--- config.mk ---
export PLATFORM = sky130hd
export DESIGN_NAME = radio_ctrl_top
export DESIGN_NICKNAME = d
export VERILOG_FILES = /design/src/hdl/radio_ctrl_pkg.sv /design/src/hdl/radio_cfg_if.sv /design/src/hdl/ctrl_regs.sv /design/src/hdl/lvds_tx_serializer.sv /design/src/hdl/probe_mux.sv /design/src/hdl/radio_ctrl_top.sv
export SDC_FILE = /design/constraint.sdc
export NUM_CORES = 1
export LEC_CHECK = 0
export BUFFER_PORTS_ARGS = -buffer_cell sky130_fd_sc_hd__buf_2
export CAP_MARGIN = 5
export CELL_PAD_IN_SITES_DETAIL_PLACEMENT = 1
export CELL_PAD_IN_SITES_GLOBAL_PLACEMENT = 1
export CORE_UTILIZATION = 40
export DETAILED_ROUTE_END_ITERATION = 10
export PLACE_DENSITY = 0.75
export SLEW_MARGIN = 20
export SYNTH_ARGS = -nofsm -noshare
export SYNTH_HDL_FRONTEND = slang
export SYNTH_SLANG_ARGS = --single-unit
--- constraint.sdc ---
create_clock -name int_clk_out -period 4.7 [get_ports int_clk_out]
set_clock_uncertainty 0.15 [all_clocks]
set_input_delay 0.235 -clock int_clk_out [delete_from_list [all_inputs] [get_ports int_clk_out]]
set_output_delay 0.235 -clock int_clk_out [all_outputs]
set_load 0.02 [all_outputs]
--- src/hdl/radio_ctrl_pkg.sv ---
package radio_ctrl_pkg;

	// ------------------------------------------------------------------------
	// Bus and datapath widths
	// ------------------------------------------------------------------------
	localparam int ADDR_W       = 16;                    // Bus address
	localparam int DATA_W       = 8;                     // Bus data, one byte
	localparam int TX_PAT_W     = 32;                    // I word + Q word with sync bits
	localparam int TX_FRAME_LEN = 16;                    // Cycles per TX frame, 2 bits each
	localparam int TX_CNT_W     = $clog2(TX_FRAME_LEN);  // Frame counter width
	localparam int PROBE_SEL_W  = 8;                     // Probe select code

	// ------------------------------------------------------------------------
	// Register map
	// ------------------------------------------------------------------------
	typedef enum logic [ADDR_W-1:0] {
		REG_SCRATCH0 = 16'h0000,
		REG_SCRATCH1 = 16'h0001,
		REG_SCRATCH2 = 16'h0002,
		REG_STATUS   = 16'h0003, // Lock inputs, read only
		REG_CONTROL  = 16'h0004, // Bit 0 soft reset
		REG_PROBE_A  = 16'h0005,
		REG_PROBE_B  = 16'h0006,
		REG_TX_PAT3  = 16'h0011, // Pattern [31:24], top of I
		REG_TX_PAT2  = 16'h0012,
		REG_TX_PAT1  = 16'h0013,
		REG_TX_PAT0  = 16'h0014, // Pattern [7:0], bottom of Q
		REG_TX_EN    = 16'h0015  // Bit 0 serializer enable
	} reg_addr_e;

	// Debug probe sources, other codes give 0
	typedef enum logic [PROBE_SEL_W-1:0] {
		PROBE_RX_SUBG  = 8'd0,
		PROBE_RX_WIFI  = 8'd1,
		PROBE_TX_FRAME = 8'd2,
		PROBE_TX_MSB   = 8'd3,
		PROBE_BUS_STB  = 8'd4
	} probe_src_e;

	// ------------------------------------------------------------------------
	// Reset values
	// ------------------------------------------------------------------------
	// Sync 10, I 0x3FFE, sync 01, Q 0x3FFF
	localparam logic [TX_PAT_W-1:0] TX_PAT_RESET  = 32'hBFFE_7FFF;
	localparam logic                TX_EN_RESET   = 1'b1;            // Stream on out of reset
	localparam probe_src_e          PROBE_A_RESET = PROBE_RX_SUBG;
	localparam probe_src_e          PROBE_B_RESET = PROBE_TX_FRAME;
	localparam logic [DATA_W-1:0]   RD_UNMAPPED   = 8'hFF;           // Read of a hole in the map

endpackage

--- src/hdl/radio_cfg_if.sv ---
`timescale 1ns/1ns

// Static configuration from the register bank to its users
interface radio_cfg_if;

	logic [radio_ctrl_pkg::TX_PAT_W-1:0]    tx_pattern;  // Loaded once per frame
	logic                                   tx_enable;   // Low forces TX bits to 0
	logic                                   soft_reset;  // Sync clear of datapath
	logic [radio_ctrl_pkg::PROBE_SEL_W-1:0] probe_sel_a;
	logic [radio_ctrl_pkg::PROBE_SEL_W-1:0] probe_sel_b;

	// Register bank side, owns every field
	modport regs (
		output tx_pattern, tx_enable, soft_reset,
		output probe_sel_a, probe_sel_b
	);

	// Consumers, serializer and probe selectors
	modport user (
		input tx_pattern, tx_enable, soft_reset,
		input probe_sel_a, probe_sel_b
	);

endinterface

--- src/hdl/ctrl_regs.sv ---
`timescale 1ns/1ns

module ctrl_regs (
	input  logic                              int_clk_out,
	input  logic                              main_reset_n,
	// Strobe bus from the debug master
	input  logic                              bus_cyc_i,
	input  logic                              bus_stb_i,
	input  logic                              bus_we_i,
	input  logic [radio_ctrl_pkg::ADDR_W-1:0] bus_adr_i,
	input  logic [radio_ctrl_pkg::DATA_W-1:0] bus_wdat_i,
	output logic [radio_ctrl_pkg::DATA_W-1:0] bus_rdat_o,
	output logic                              bus_ack_o,
	// Status inputs
	input  logic                              pll_lock_i,
	input  logic                              aux_lock_i,
	radio_cfg_if.regs                         cfg
);

	logic [radio_ctrl_pkg::DATA_W-1:0] scratch0; // Free for software
	logic [radio_ctrl_pkg::DATA_W-1:0] scratch1;
	logic [radio_ctrl_pkg::DATA_W-1:0] scratch2;
	logic [radio_ctrl_pkg::DATA_W-1:0] rd_mux;   // Read value of the current address
	logic                              bus_req;  // Any cycle with cyc and stb
	logic                              bus_wr;   // Write request
	radio_ctrl_pkg::reg_addr_e         addr;

	assign bus_req = bus_cyc_i && bus_stb_i;
	assign bus_wr  = bus_req && bus_we_i;
	assign addr    = radio_ctrl_pkg::reg_addr_e'(bus_adr_i);

	// ------------------------------------------------------------------------
	// Write decode
	// ------------------------------------------------------------------------
	// Takes effect on the first edge of the write cycle, master holds stb
	// until ack so a repeated write just stores the same byte again
	always_ff @(posedge int_clk_out or negedge main_reset_n) begin
		if (!main_reset_n) begin
			scratch0        <= '0;
			scratch1        <= '0;
			scratch2        <= '0;
			cfg.soft_reset  <= 1'b0;
			cfg.probe_sel_a <= radio_ctrl_pkg::PROBE_A_RESET;
			cfg.probe_sel_b <= radio_ctrl_pkg::PROBE_B_RESET;
			cfg.tx_pattern  <= radio_ctrl_pkg::TX_PAT_RESET;
			cfg.tx_enable   <= radio_ctrl_pkg::TX_EN_RESET;
		end else if (bus_wr) begin
			case (addr)
				radio_ctrl_pkg::REG_SCRATCH0: scratch0 <= bus_wdat_i;
				radio_ctrl_pkg::REG_SCRATCH1: scratch1 <= bus_wdat_i;
				radio_ctrl_pkg::REG_SCRATCH2: scratch2 <= bus_wdat_i;
				radio_ctrl_pkg::REG_CONTROL:  cfg.soft_reset <= bus_wdat_i[0];
				radio_ctrl_pkg::REG_PROBE_A:  cfg.probe_sel_a <= bus_wdat_i;
				radio_ctrl_pkg::REG_PROBE_B:  cfg.probe_sel_b <= bus_wdat_i;
				// Pattern bytes, MSB first in the map
				radio_ctrl_pkg::REG_TX_PAT3:  cfg.tx_pattern[31:24] <= bus_wdat_i;
				radio_ctrl_pkg::REG_TX_PAT2:  cfg.tx_pattern[23:16] <= bus_wdat_i;
				radio_ctrl_pkg::REG_TX_PAT1:  cfg.tx_pattern[15:8] <= bus_wdat_i;
				radio_ctrl_pkg::REG_TX_PAT0:  cfg.tx_pattern[7:0] <= bus_wdat_i;
				radio_ctrl_pkg::REG_TX_EN:    cfg.tx_enable <= bus_wdat_i[0];
				default: begin
					// Status and holes in the map drop the write
				end
			endcase
		end
	end

	// ------------------------------------------------------------------------
	// Read mux
	// ------------------------------------------------------------------------
	always_comb begin
		case (addr)
			radio_ctrl_pkg::REG_SCRATCH0: rd_mux = scratch0;
			radio_ctrl_pkg::REG_SCRATCH1: rd_mux = scratch1;
			radio_ctrl_pkg::REG_SCRATCH2: rd_mux = scratch2;
			// Live lock inputs, no capture
			radio_ctrl_pkg::REG_STATUS:   rd_mux = {6'b0, aux_lock_i, pll_lock_i};
			radio_ctrl_pkg::REG_CONTROL:  rd_mux = {7'b0, cfg.soft_reset};
			radio_ctrl_pkg::REG_PROBE_A:  rd_mux = cfg.probe_sel_a;
			radio_ctrl_pkg::REG_PROBE_B:  rd_mux = cfg.probe_sel_b;
			radio_ctrl_pkg::REG_TX_PAT3:  rd_mux = cfg.tx_pattern[31:24];
			radio_ctrl_pkg::REG_TX_PAT2:  rd_mux = cfg.tx_pattern[23:16];
			radio_ctrl_pkg::REG_TX_PAT1:  rd_mux = cfg.tx_pattern[15:8];
			radio_ctrl_pkg::REG_TX_PAT0:  rd_mux = cfg.tx_pattern[7:0];
			radio_ctrl_pkg::REG_TX_EN:    rd_mux = {7'b0, cfg.tx_enable};
			default:                      rd_mux = radio_ctrl_pkg::RD_UNMAPPED;
		endcase
	end

	// ------------------------------------------------------------------------
	// Read data and acknowledge
	// ------------------------------------------------------------------------
	// Both land one edge after the request cycle; read data is sampled every
	// cycle, so it shows the address that was on the bus with the request
	always_ff @(posedge int_clk_out or negedge main_reset_n) begin
		if (!main_reset_n) begin
			bus_rdat_o <= '0;
			bus_ack_o  <= 1'b0;
		end else begin
			bus_rdat_o <= rd_mux;
			bus_ack_o  <= bus_req; // One ack per strobe cycle
		end
	end

endmodule

--- src/hdl/lvds_tx_serializer.sv ---
`timescale 1ns/1ns

module lvds_tx_serializer (
	input  logic        int_clk_out,
	input  logic        main_reset_n,
	radio_cfg_if.user   cfg,
	output logic [1:0]  tx_bits_o,   // Bit pair per cycle, pin polarity
	output logic        tx_frame_o   // Pulse with each pattern load
);

	localparam logic [radio_ctrl_pkg::TX_CNT_W-1:0] CNT_LAST =
		radio_ctrl_pkg::TX_CNT_W'(radio_ctrl_pkg::TX_FRAME_LEN - 1);

	logic [radio_ctrl_pkg::TX_CNT_W-1:0] frame_cnt;
	logic [radio_ctrl_pkg::TX_PAT_W-1:0] shreg;     // Pair to send sits in [31:30]
	logic                                load;

	assign load = (frame_cnt == CNT_LAST); // Last slot of the frame

	// Frame counter and load pulse
	always_ff @(posedge int_clk_out or negedge main_reset_n) begin
		if (!main_reset_n) begin
			frame_cnt  <= '0;
			tx_frame_o <= 1'b0;
		end else if (cfg.soft_reset) begin
			frame_cnt  <= '0; // Restart, first load 16 edges after release
			tx_frame_o <= 1'b0;
		end else begin
			frame_cnt  <= load ? '0 : frame_cnt + 1'b1;
			tx_frame_o <= load;
		end
	end

	// Shift register, two bits out per cycle
	always_ff @(posedge int_clk_out) begin
		if (cfg.soft_reset)
			shreg <= '0;
		else if (load)
			shreg <= cfg.tx_pattern; // Pattern writes show up here
		else
			shreg <= {shreg[radio_ctrl_pkg::TX_PAT_W-3:0], 2'b00};
	end

	// Output pair; board pin is inverted so flip here
	always_ff @(posedge int_clk_out or negedge main_reset_n) begin
		if (!main_reset_n)
			tx_bits_o <= 2'b00;
		else if (!cfg.tx_enable || cfg.soft_reset)
			tx_bits_o <= 2'b00; // Idle line
		else
			tx_bits_o <= ~shreg[radio_ctrl_pkg::TX_PAT_W-1 -: 2];
	end

endmodule

--- src/hdl/probe_mux.sv ---
`timescale 1ns/1ns

module probe_mux (
	input  logic      int_clk_out,
	input  logic      main_reset_n,
	radio_cfg_if.user cfg,
	// Probe sources
	input  logic      rx_subg_i,
	input  logic      rx_wifi_i,
	input  logic      tx_frame_i,
	input  logic      tx_msb_i,
	input  logic      bus_stb_i,
	output logic      probe_a_o,
	output logic      probe_b_o
);

	// Shared decode for both selectors
	function automatic logic pick_src(input logic [radio_ctrl_pkg::PROBE_SEL_W-1:0] code,
	                                  input logic [4:0] src);
		case (radio_ctrl_pkg::probe_src_e'(code))
			radio_ctrl_pkg::PROBE_RX_SUBG:  pick_src = src[0];
			radio_ctrl_pkg::PROBE_RX_WIFI:  pick_src = src[1];
			radio_ctrl_pkg::PROBE_TX_FRAME: pick_src = src[2];
			radio_ctrl_pkg::PROBE_TX_MSB:   pick_src = src[3];
			radio_ctrl_pkg::PROBE_BUS_STB:  pick_src = src[4];
			default:                        pick_src = 1'b0; // Unknown code
		endcase
	endfunction

	logic [4:0] srcs; // Source bus, index is the select code

	assign srcs = {bus_stb_i, tx_msb_i, tx_frame_i, rx_wifi_i, rx_subg_i};

	// One flop per probe, source to pin in one cycle
	always_ff @(posedge int_clk_out or negedge main_reset_n) begin
		if (!main_reset_n) begin
			probe_a_o <= 1'b0;
			probe_b_o <= 1'b0;
		end else begin
			probe_a_o <= pick_src(cfg.probe_sel_a, srcs);
			probe_b_o <= pick_src(cfg.probe_sel_b, srcs);
		end
	end

endmodule

--- src/hdl/radio_ctrl_top.sv ---
`timescale 1ns/1ns

module radio_ctrl_top (
	input  logic                              int_clk_out,
	input  logic                              main_reset_n,
	// Debug register bus
	input  logic                              bus_cyc_i,
	input  logic                              bus_stb_i,
	input  logic                              bus_we_i,
	input  logic [radio_ctrl_pkg::ADDR_W-1:0] bus_adr_i,
	input  logic [radio_ctrl_pkg::DATA_W-1:0] bus_wdat_i,
	output logic [radio_ctrl_pkg::DATA_W-1:0] bus_rdat_o,
	output logic                              bus_ack_o,
	// Status and probe sources
	input  logic                              pll_lock_i,
	input  logic                              aux_lock_i,
	input  logic                              rx_subg_i,
	input  logic                              rx_wifi_i,
	// TX test stream and probe pins
	output logic [1:0]                        tx_bits_o,
	output logic                              tx_frame_o,
	output logic                              probe_a_o,
	output logic                              probe_b_o
);

	radio_cfg_if cfg_if (); // Config fan-out

	ctrl_regs u_regs (
		.int_clk_out  (int_clk_out),
		.main_reset_n (main_reset_n),
		.bus_cyc_i    (bus_cyc_i),
		.bus_stb_i    (bus_stb_i),
		.bus_we_i     (bus_we_i),
		.bus_adr_i    (bus_adr_i),
		.bus_wdat_i   (bus_wdat_i),
		.bus_rdat_o   (bus_rdat_o),
		.bus_ack_o    (bus_ack_o),
		.pll_lock_i   (pll_lock_i),
		.aux_lock_i   (aux_lock_i),
		.cfg          (cfg_if.regs)
	);

	lvds_tx_serializer u_tx_ser (
		.int_clk_out  (int_clk_out),
		.main_reset_n (main_reset_n),
		.cfg          (cfg_if.user),
		.tx_bits_o    (tx_bits_o),
		.tx_frame_o   (tx_frame_o)
	);

	// TX MSB is the first bit of each pair on the pin
	probe_mux u_probe (
		.int_clk_out  (int_clk_out),
		.main_reset_n (main_reset_n),
		.cfg          (cfg_if.user),
		.rx_subg_i    (rx_subg_i),
		.rx_wifi_i    (rx_wifi_i),
		.tx_frame_i   (tx_frame_o),
		.tx_msb_i     (tx_bits_o[1]),
		.bus_stb_i    (bus_stb_i),
		.probe_a_o    (probe_a_o),
		.probe_b_o    (probe_b_o)
	);

endmodule

# Word level (Yosys, flattened, before mapping)
# Cells that the tools add are included.
dict set report totals {
  romBits 0
  wordCells 70
  memories 0
  input_bits 33
  regBits 124
  mem_bits_rw 0
  latch_bits 0
}
dict set report op_classes {
  bitwise_logic 2
  mux 8
  mul 0
  div_mod_pow 0
  eq_ne 20
  n_reduce_logical 19
  addsub 1
  shift 0
  magnitude_cmp 0
}
# operator count
set ops {}
lappend ops {{$pmux 8 s12} 1}
lappend ops {{$eq 16x5->1 const B} 5}
lappend ops {{$eq 16x3->1 const B} 3}
lappend ops {{$eq 16x2->1 const B} 2}
lappend ops {{$eq 8x2->1 const B} 4}
lappend ops {{$mux 32} 1}
lappend ops {{$reduce_and 2->1} 11}
lappend ops {{$eq 16x1->1 const B} 1}
lappend ops {{$eq 8x1->1 const B} 2}
lappend ops {{$eq 8x3->1 const B} 2}
lappend ops {{$logic_not 16->1} 1}
lappend ops {{$logic_not 8->1} 2}
lappend ops {{$pmux 1 s5} 2}
lappend ops {{$mux 4} 2}
lappend ops {{$add 4x1->4 const B} 1}
lappend ops {{$eq 4x4->1 const B} 1}
lappend ops {{$logic_and 1x1->1} 2}
lappend ops {{$mux 2} 1}
lappend ops {{$not 2->2} 1}
lappend ops {{$reduce_or 2->1} 1}
lappend ops {{$logic_not 1->1} 1}
lappend ops {{$logic_or 1x1->1} 1}
lappend ops {{$mux 1} 1}
lappend ops {{$not 1->1} 1}

# Depth between registers and ports, before layout
dict set report logic_depth {
  ltp_word 3
  depth_mapped 7
}

# Hierarchy
# A second synthesis with hierarchy kept.
dict set report unflattened {
  hier_cells 471
  area_unflattened_um2 5495.3
}
# mod instances cells_per_inst seq_area_each_um2 area_each_um2
set modules_own_cells {}
lappend modules_own_cells {ctrl_regs 1 297 2115.8 3891.2}
lappend modules_own_cells {lvds_tx_serializer 1 158 815.8 1443.9}
lappend modules_own_cells {probe_mux 1 16 50.0 160.2}

# Least setup slack after synthesis
# Ideal clock, no wire load.
dict set report synth_path {
  kind {input -> register}
  start {in bus_adr_i[13] (netlist bit)}
  end {reg u_regs.cfg.probe_sel_b[0]}
  n_path_buf 0
  setup_slack_ps 2784
  arrival_time_ps 1642
  setup_ps 125
  path_stages 4
  required_time_ps 4425
  path_cell_list {or4_4 nor3_4 nand3_2 mux2_2}
}
dict set report synth_via {
  elab_chain_cells 2
}
# item line
set synth_rtl {}
lappend synth_rtl {{start: declaration} radio_ctrl_top.sv:10} ;# input logic [radio_ctrl_pkg::ADDR_W-1:0] bus_adr_i,
lappend synth_rtl {{$eq 16x3->1} ctrl_regs.sv:48} ;# case (addr)
lappend synth_rtl {{$reduce_and 2->1 (no line)} n/a}
lappend synth_rtl {{end signal: assignment} ctrl_regs.sv:44} ;# cfg.probe_sel_b <= radio_ctrl_pkg::PROBE_B_RESET;
lappend synth_rtl {{end signal: assignment} ctrl_regs.sv:54} ;# radio_ctrl_pkg::REG_PROBE_B: cfg.probe_sel_b <= bus_wdat_i;
lappend synth_rtl {{end: declaration} radio_cfg_if.sv:15} ;# output probe_sel_a, probe_sel_b
# Every way passes these cells.
# A chain may end at the register's enable or synchronous reset.

# Worst setup path after layout
dict set report layout_path {
  start {in bus_adr_i[5] (netlist bit)}
  end {reg u_regs.bus_rdat_o[3] (netlist bit)}
}
dict set report layout_via {
  elab_chain_cells 2
  elab_cells_between_ends 13
  cone_classes {eq/ne (11); mux (1); reduce/logical (1)}
}
# item line
set layout_rtl {}
lappend layout_rtl {{$eq 16x5->1, or another cell as far along} ctrl_regs.sv:72} ;# case (addr)
lappend layout_rtl {{$pmux 8 s12 (*)} ctrl_regs.sv:72}
lappend layout_rtl {{via u_regs.rd_mux, one bit} ctrl_regs.sv:23} ;# logic [radio_ctrl_pkg::DATA_W-1:0] rd_mux;
lappend layout_rtl {{end signal: assignment} ctrl_regs.sv:100} ;# bus_rdat_o <= rd_mux;
lappend layout_rtl {{end: declaration} ctrl_regs.sv:12} ;# output logic [radio_ctrl_pkg::DATA_W-1:0] bus_rdat_o,
# The timed path passes the listed nets; every way through them passes the cells marked *.

==> flow_metrics.py <==
metrics = {
    "global_route": {
        "grtUsageMet3_pct": 5.86,
        "grt_overflow": 0,
        "grt-busiest-layer": "met2",
        "met2_usage_pct": 39.4,
        "grt_pass1_vias": 3920,
        "grt_first_pass_wirelength_um": 23400,
        "grt_use_total_pct": 24.8,
        "met1_usage_pct": 31.9,
        "antenna_found_initial": 0,
        "grt_start_max_net_pins": 49,
    },
    "sta": {
        "period_share_pct": 45.1,
        "fmaxAchievable_mhz": 472,
        "rsz0062_at_grt": "false",
        "setup_tns_ns": 0,
        "period_needed_ns": 2.12,
        "slew_violations": 0,
        "hold_ws_ns": 0.110,
        "finalHoldViolCount": 0,
        "slew_headroom_pct": 34.3,
        "worst_slew_pin_slew_ns": 0.977,
        "setup_violations": 0,
        "fin_ws_ns": 2.58,
    },
    "drt": {
        "dr.pass1.iters": 4,
        "route.detailed.drc": 0,
        "viasPerCell": 5.81,
        "ant_nets": 0,
        "first_iter_violations": 249,
        "wirelength_um": 14800,
        "route.vias.total": 3658,
        "wl_per_cell_um": 23.5,
    },
    "min_path": {
        "min_path_type": "in2reg",
    },
    "clock_network": {
        "cts_num_sinks": 124,
        "cts.htree.levels": 4,
        "cts_buffer_depth": 2,
        "path_clk_slew_ns": 0.06,
        "clock_latency_ns": 0.43,
        "ctsResizeCount": 0,
        "cts_root_buffer": "clkbuf_16",
        "cts_tree": "done",
        "cts_inserted_buffers": 17,
    },
    "logic_synthesis": {
        "synth_area_mm2": 0.00523,
        "synthArstFlopShare_pct": 74.2,
        "avgSynthCellArea_um2": 13.5,
        "ys_seq_area_share_pct": 57.1,
        "yosysWarningCount": 0,
        "ys.flop_type": "dfrtp_1",
        "synth-seq-cells": 124,
        "netlist-cell-type-count": 47,
        "netlist_instances": 388,
        "syn-num-nets": 422,
        "synth_edf_count": 0,
    },
    "placement": {
        "place_congestion": 0.919,
        "postPlaceCellArea_mm2": 0.00566,
        "post-dp-hpwl_um": 10200,
        "portBuffers": 46,
        "place_ws_ns": 2.26,
        "post-place-cells": 595,
    },
    "die": {
        "die_w_um": 116,
        "io_pins": 47,
        "dieHeight_um": 116,
        "start_util_pct": 41.2,
        "rows": 41,
        "die-area_mm2": 0.0135,
        "core-area_mm2": 0.0127,
    },
    "power_and_ir_drop": {
        "p_comb_share_pct": 3.7,
        "switching_share_pct": 22.6,
        "power_switching_mw": 0.543,
        "p_seq_share_pct": 44.5,
        "powerDensity_mw_per_mm2": 384,
        "power_frac_clock_pct": 51.9,
        "internal_power_mw": 1.86,
        "p_leak_nw": 2.70,
        "ir_drop_v": 0.000199,
    },
    "layout": {
        "drive_above_1_share_pct": 46.1,
        "area_delta_synth_final_pct": 19.8,
        "antennaDiodeCount": 0,
        "nets": 479,
        "instances_no_fill": 630,
        "final_area_mm2": 0.00626,
    },
    "worst_setup_path": {
        "rrSetupSlack_ns": 3.11,
        "cp_common_cell": "nor3_1",
        "critPathKind": "in2reg",
        "end_kind": "register",
        "startpoint_type": "input port",
        "arrival_ns": 2.33,
        "path_cells": "buf_2 > nor3_1 > nand2b_1 > nor3_1 > a221oi_1 > nand3_1",
        "cpLargestDelayFamily": "simple AND/OR/NAND/NOR gates",
        "required_ns": 4.91,
        "worstPathMaxFanout": 8,
        "cp_num_buf_inv": 1,
        "max_stage_delay_ns": 0.80,
        "cp_slowest_cell": "nor3_1",
    },
    "status": {
        "status": "finished, final reports clean",
    },
    "flow_run": {
        "cap_viol_max_count": 0,
    },
}
==> synthesized netlist by cell type (5+ instances only) <==
cell,number,area share (%)
clkbuf_1,11,0.79
a22o_1,35,5.9
dfrtp_1,61,29
dfxtp_1,32,12
a22oi_1,5,0.72
dfstp_2,31,16
nand2_1,14,1.0
mux2i_1,9,1.7
and2_1,5,0.60
nor2_1,11,0.79
nand3_1,13,1.2
nand2_2,8,0.96
a221oi_1,9,1.5
nor2b_1,6,0.72
mux2_2,76,16
==> worst register-to-register path, delay by kind of cell, from the launching register on <==
kind	cells	cell delay, ns
AO/OA/AOI/OAI	2	0.38
adder cells (fa/ha/maj)	1	0.26
buffers and inverters	1	0.34
flip-flops	1	0.40
==> per-layer routing <==
layer	part of all wire, %	up-vias
met5	0	-
met1	44	1939
met3	4.5	26
li1	-	1600
met4	2.4	0
met2	49	93
==> per-stage QoR <==
stage               utilization, %  power, mW
floorplan                        -       1.12
global placement              44.6       1.17
detailed placement            44.6       1.17
CTS                           49.4       2.43
global route                  49.4       2.48
finish                        49.4       2.41
==> cell type report <==
cell class,instances,area [um^2]
Sequential cell,124,2980
Multi-Input combinational cell,248,2190
Timing Repair Buffer,53,293
Clock inverter,8,56.3
Clock buffer,24,522
Inverter,1,3.75
Fill cell,1309,6410
Tap cell,172,215
==> final timing paths <==
kind                                  startpoint                        to  depth (start not counted)
setup / recovery                    bus_adr_i[5]      u_regs.bus_rdat_o[3]                          6
hold / removal                     bus_wdat_i[1]  u_regs.cfg.tx_pattern[1]                          2
setup reg to reg           u_tx_ser.frame_cnt[0]         u_tx_ser.shreg[8]                          4
hold reg to reg               u_tx_ser.shreg[31]     u_tx_ser.tx_bits_o[1]                          1
max in group asynchronous           main_reset_n        u_regs.scratch2[0]                          3
min in group asynchronous           main_reset_n     u_tx_ser.tx_bits_o[1]                          2
==> power groups by stage <==
stage	Combinational (mW)	Sequential [mW]	Clock, mW
6_report	0.0883	1.07	1.25
5_1_grt	0.0945	1.07	1.32
4_1_cts	0.0885	1.07	1.27
3_5_place_dp	0.0859	1.09	0
3_3_place_gp	0.0839	1.09	0
2_1_floorplan	0.0275	1.09	0
==> layout by cell type (no fill, tap or decap), drive strengths merged, types with 2 or more instances in the layout <==
cell type / netlist / final
dlygate4sd3: 0 / 3
nor3: 6 / 6
o22ai: 2 / 2
and4: 2 / 2
nor4: 3 / 3
nand2: 22 / 22
mux2i: 9 / 9
dfxtp: 32 / 32
nand2b: 2 / 2
nand3: 14 / 14
mux4: 2 / 2
a22oi: 5 / 5
mux2: 77 / 77
clkinv: 0 / 2
nand4: 2 / 2
nor2: 11 / 11
nor3b: 3 / 3
a32oi: 4 / 4
buf: 4 / 50
a31oi: 3 / 3
dfrtp: 61 / 61
and2: 5 / 5
clkbuf: 11 / 24
a21oi: 4 / 4
a22o: 35 / 35
nor2b: 6 / 6
dfstp: 31 / 31
or4: 3 / 3
inv: 1 / 2
o2bb2ai: 4 / 4
nor4b: 5 / 5
clkinvlp: 0 / 5
xnor2: 2 / 2
a221oi: 9 / 9
==> logic make-up after synthesis <==
logic type               after synthesis  share of synthesized area (%)
flip-flops                           124                           57.1
XOR/XNOR                               2                          0.335
AND/OR/NAND/NOR                       86                           10.7
multiplexers                          88                           19.2
buffers and inverters                 16                           1.29
adder cells (fa/ha/maj)                1                          0.239
AO/OA/AOI/OAI                         71                           11.2
==> registers in the layout, summed over array words and instances, names as in the netlist, 2 cells and up <==
register	flops
u_tx_ser.shreg	32
u_tx_ser.frame_cnt	4
u_tx_ser.tx_bits_o	2
u_regs.bus_rdat_o	8
u_regs.cfg.probe_sel_b	8
u_regs.cfg.probe_sel_a	8
u_regs.scratch2	8
u_regs.scratch0	8
u_regs.cfg.tx_pattern	32
u_regs.scratch1	8
==> repair_timing <==
item | in CTS | in global routing
hold endpoints to repair | 38 | 0
setup buffers | 0 | 0
hold buffers | 3 | 0
Note: power is estimated with default switching activity, not from simulation.
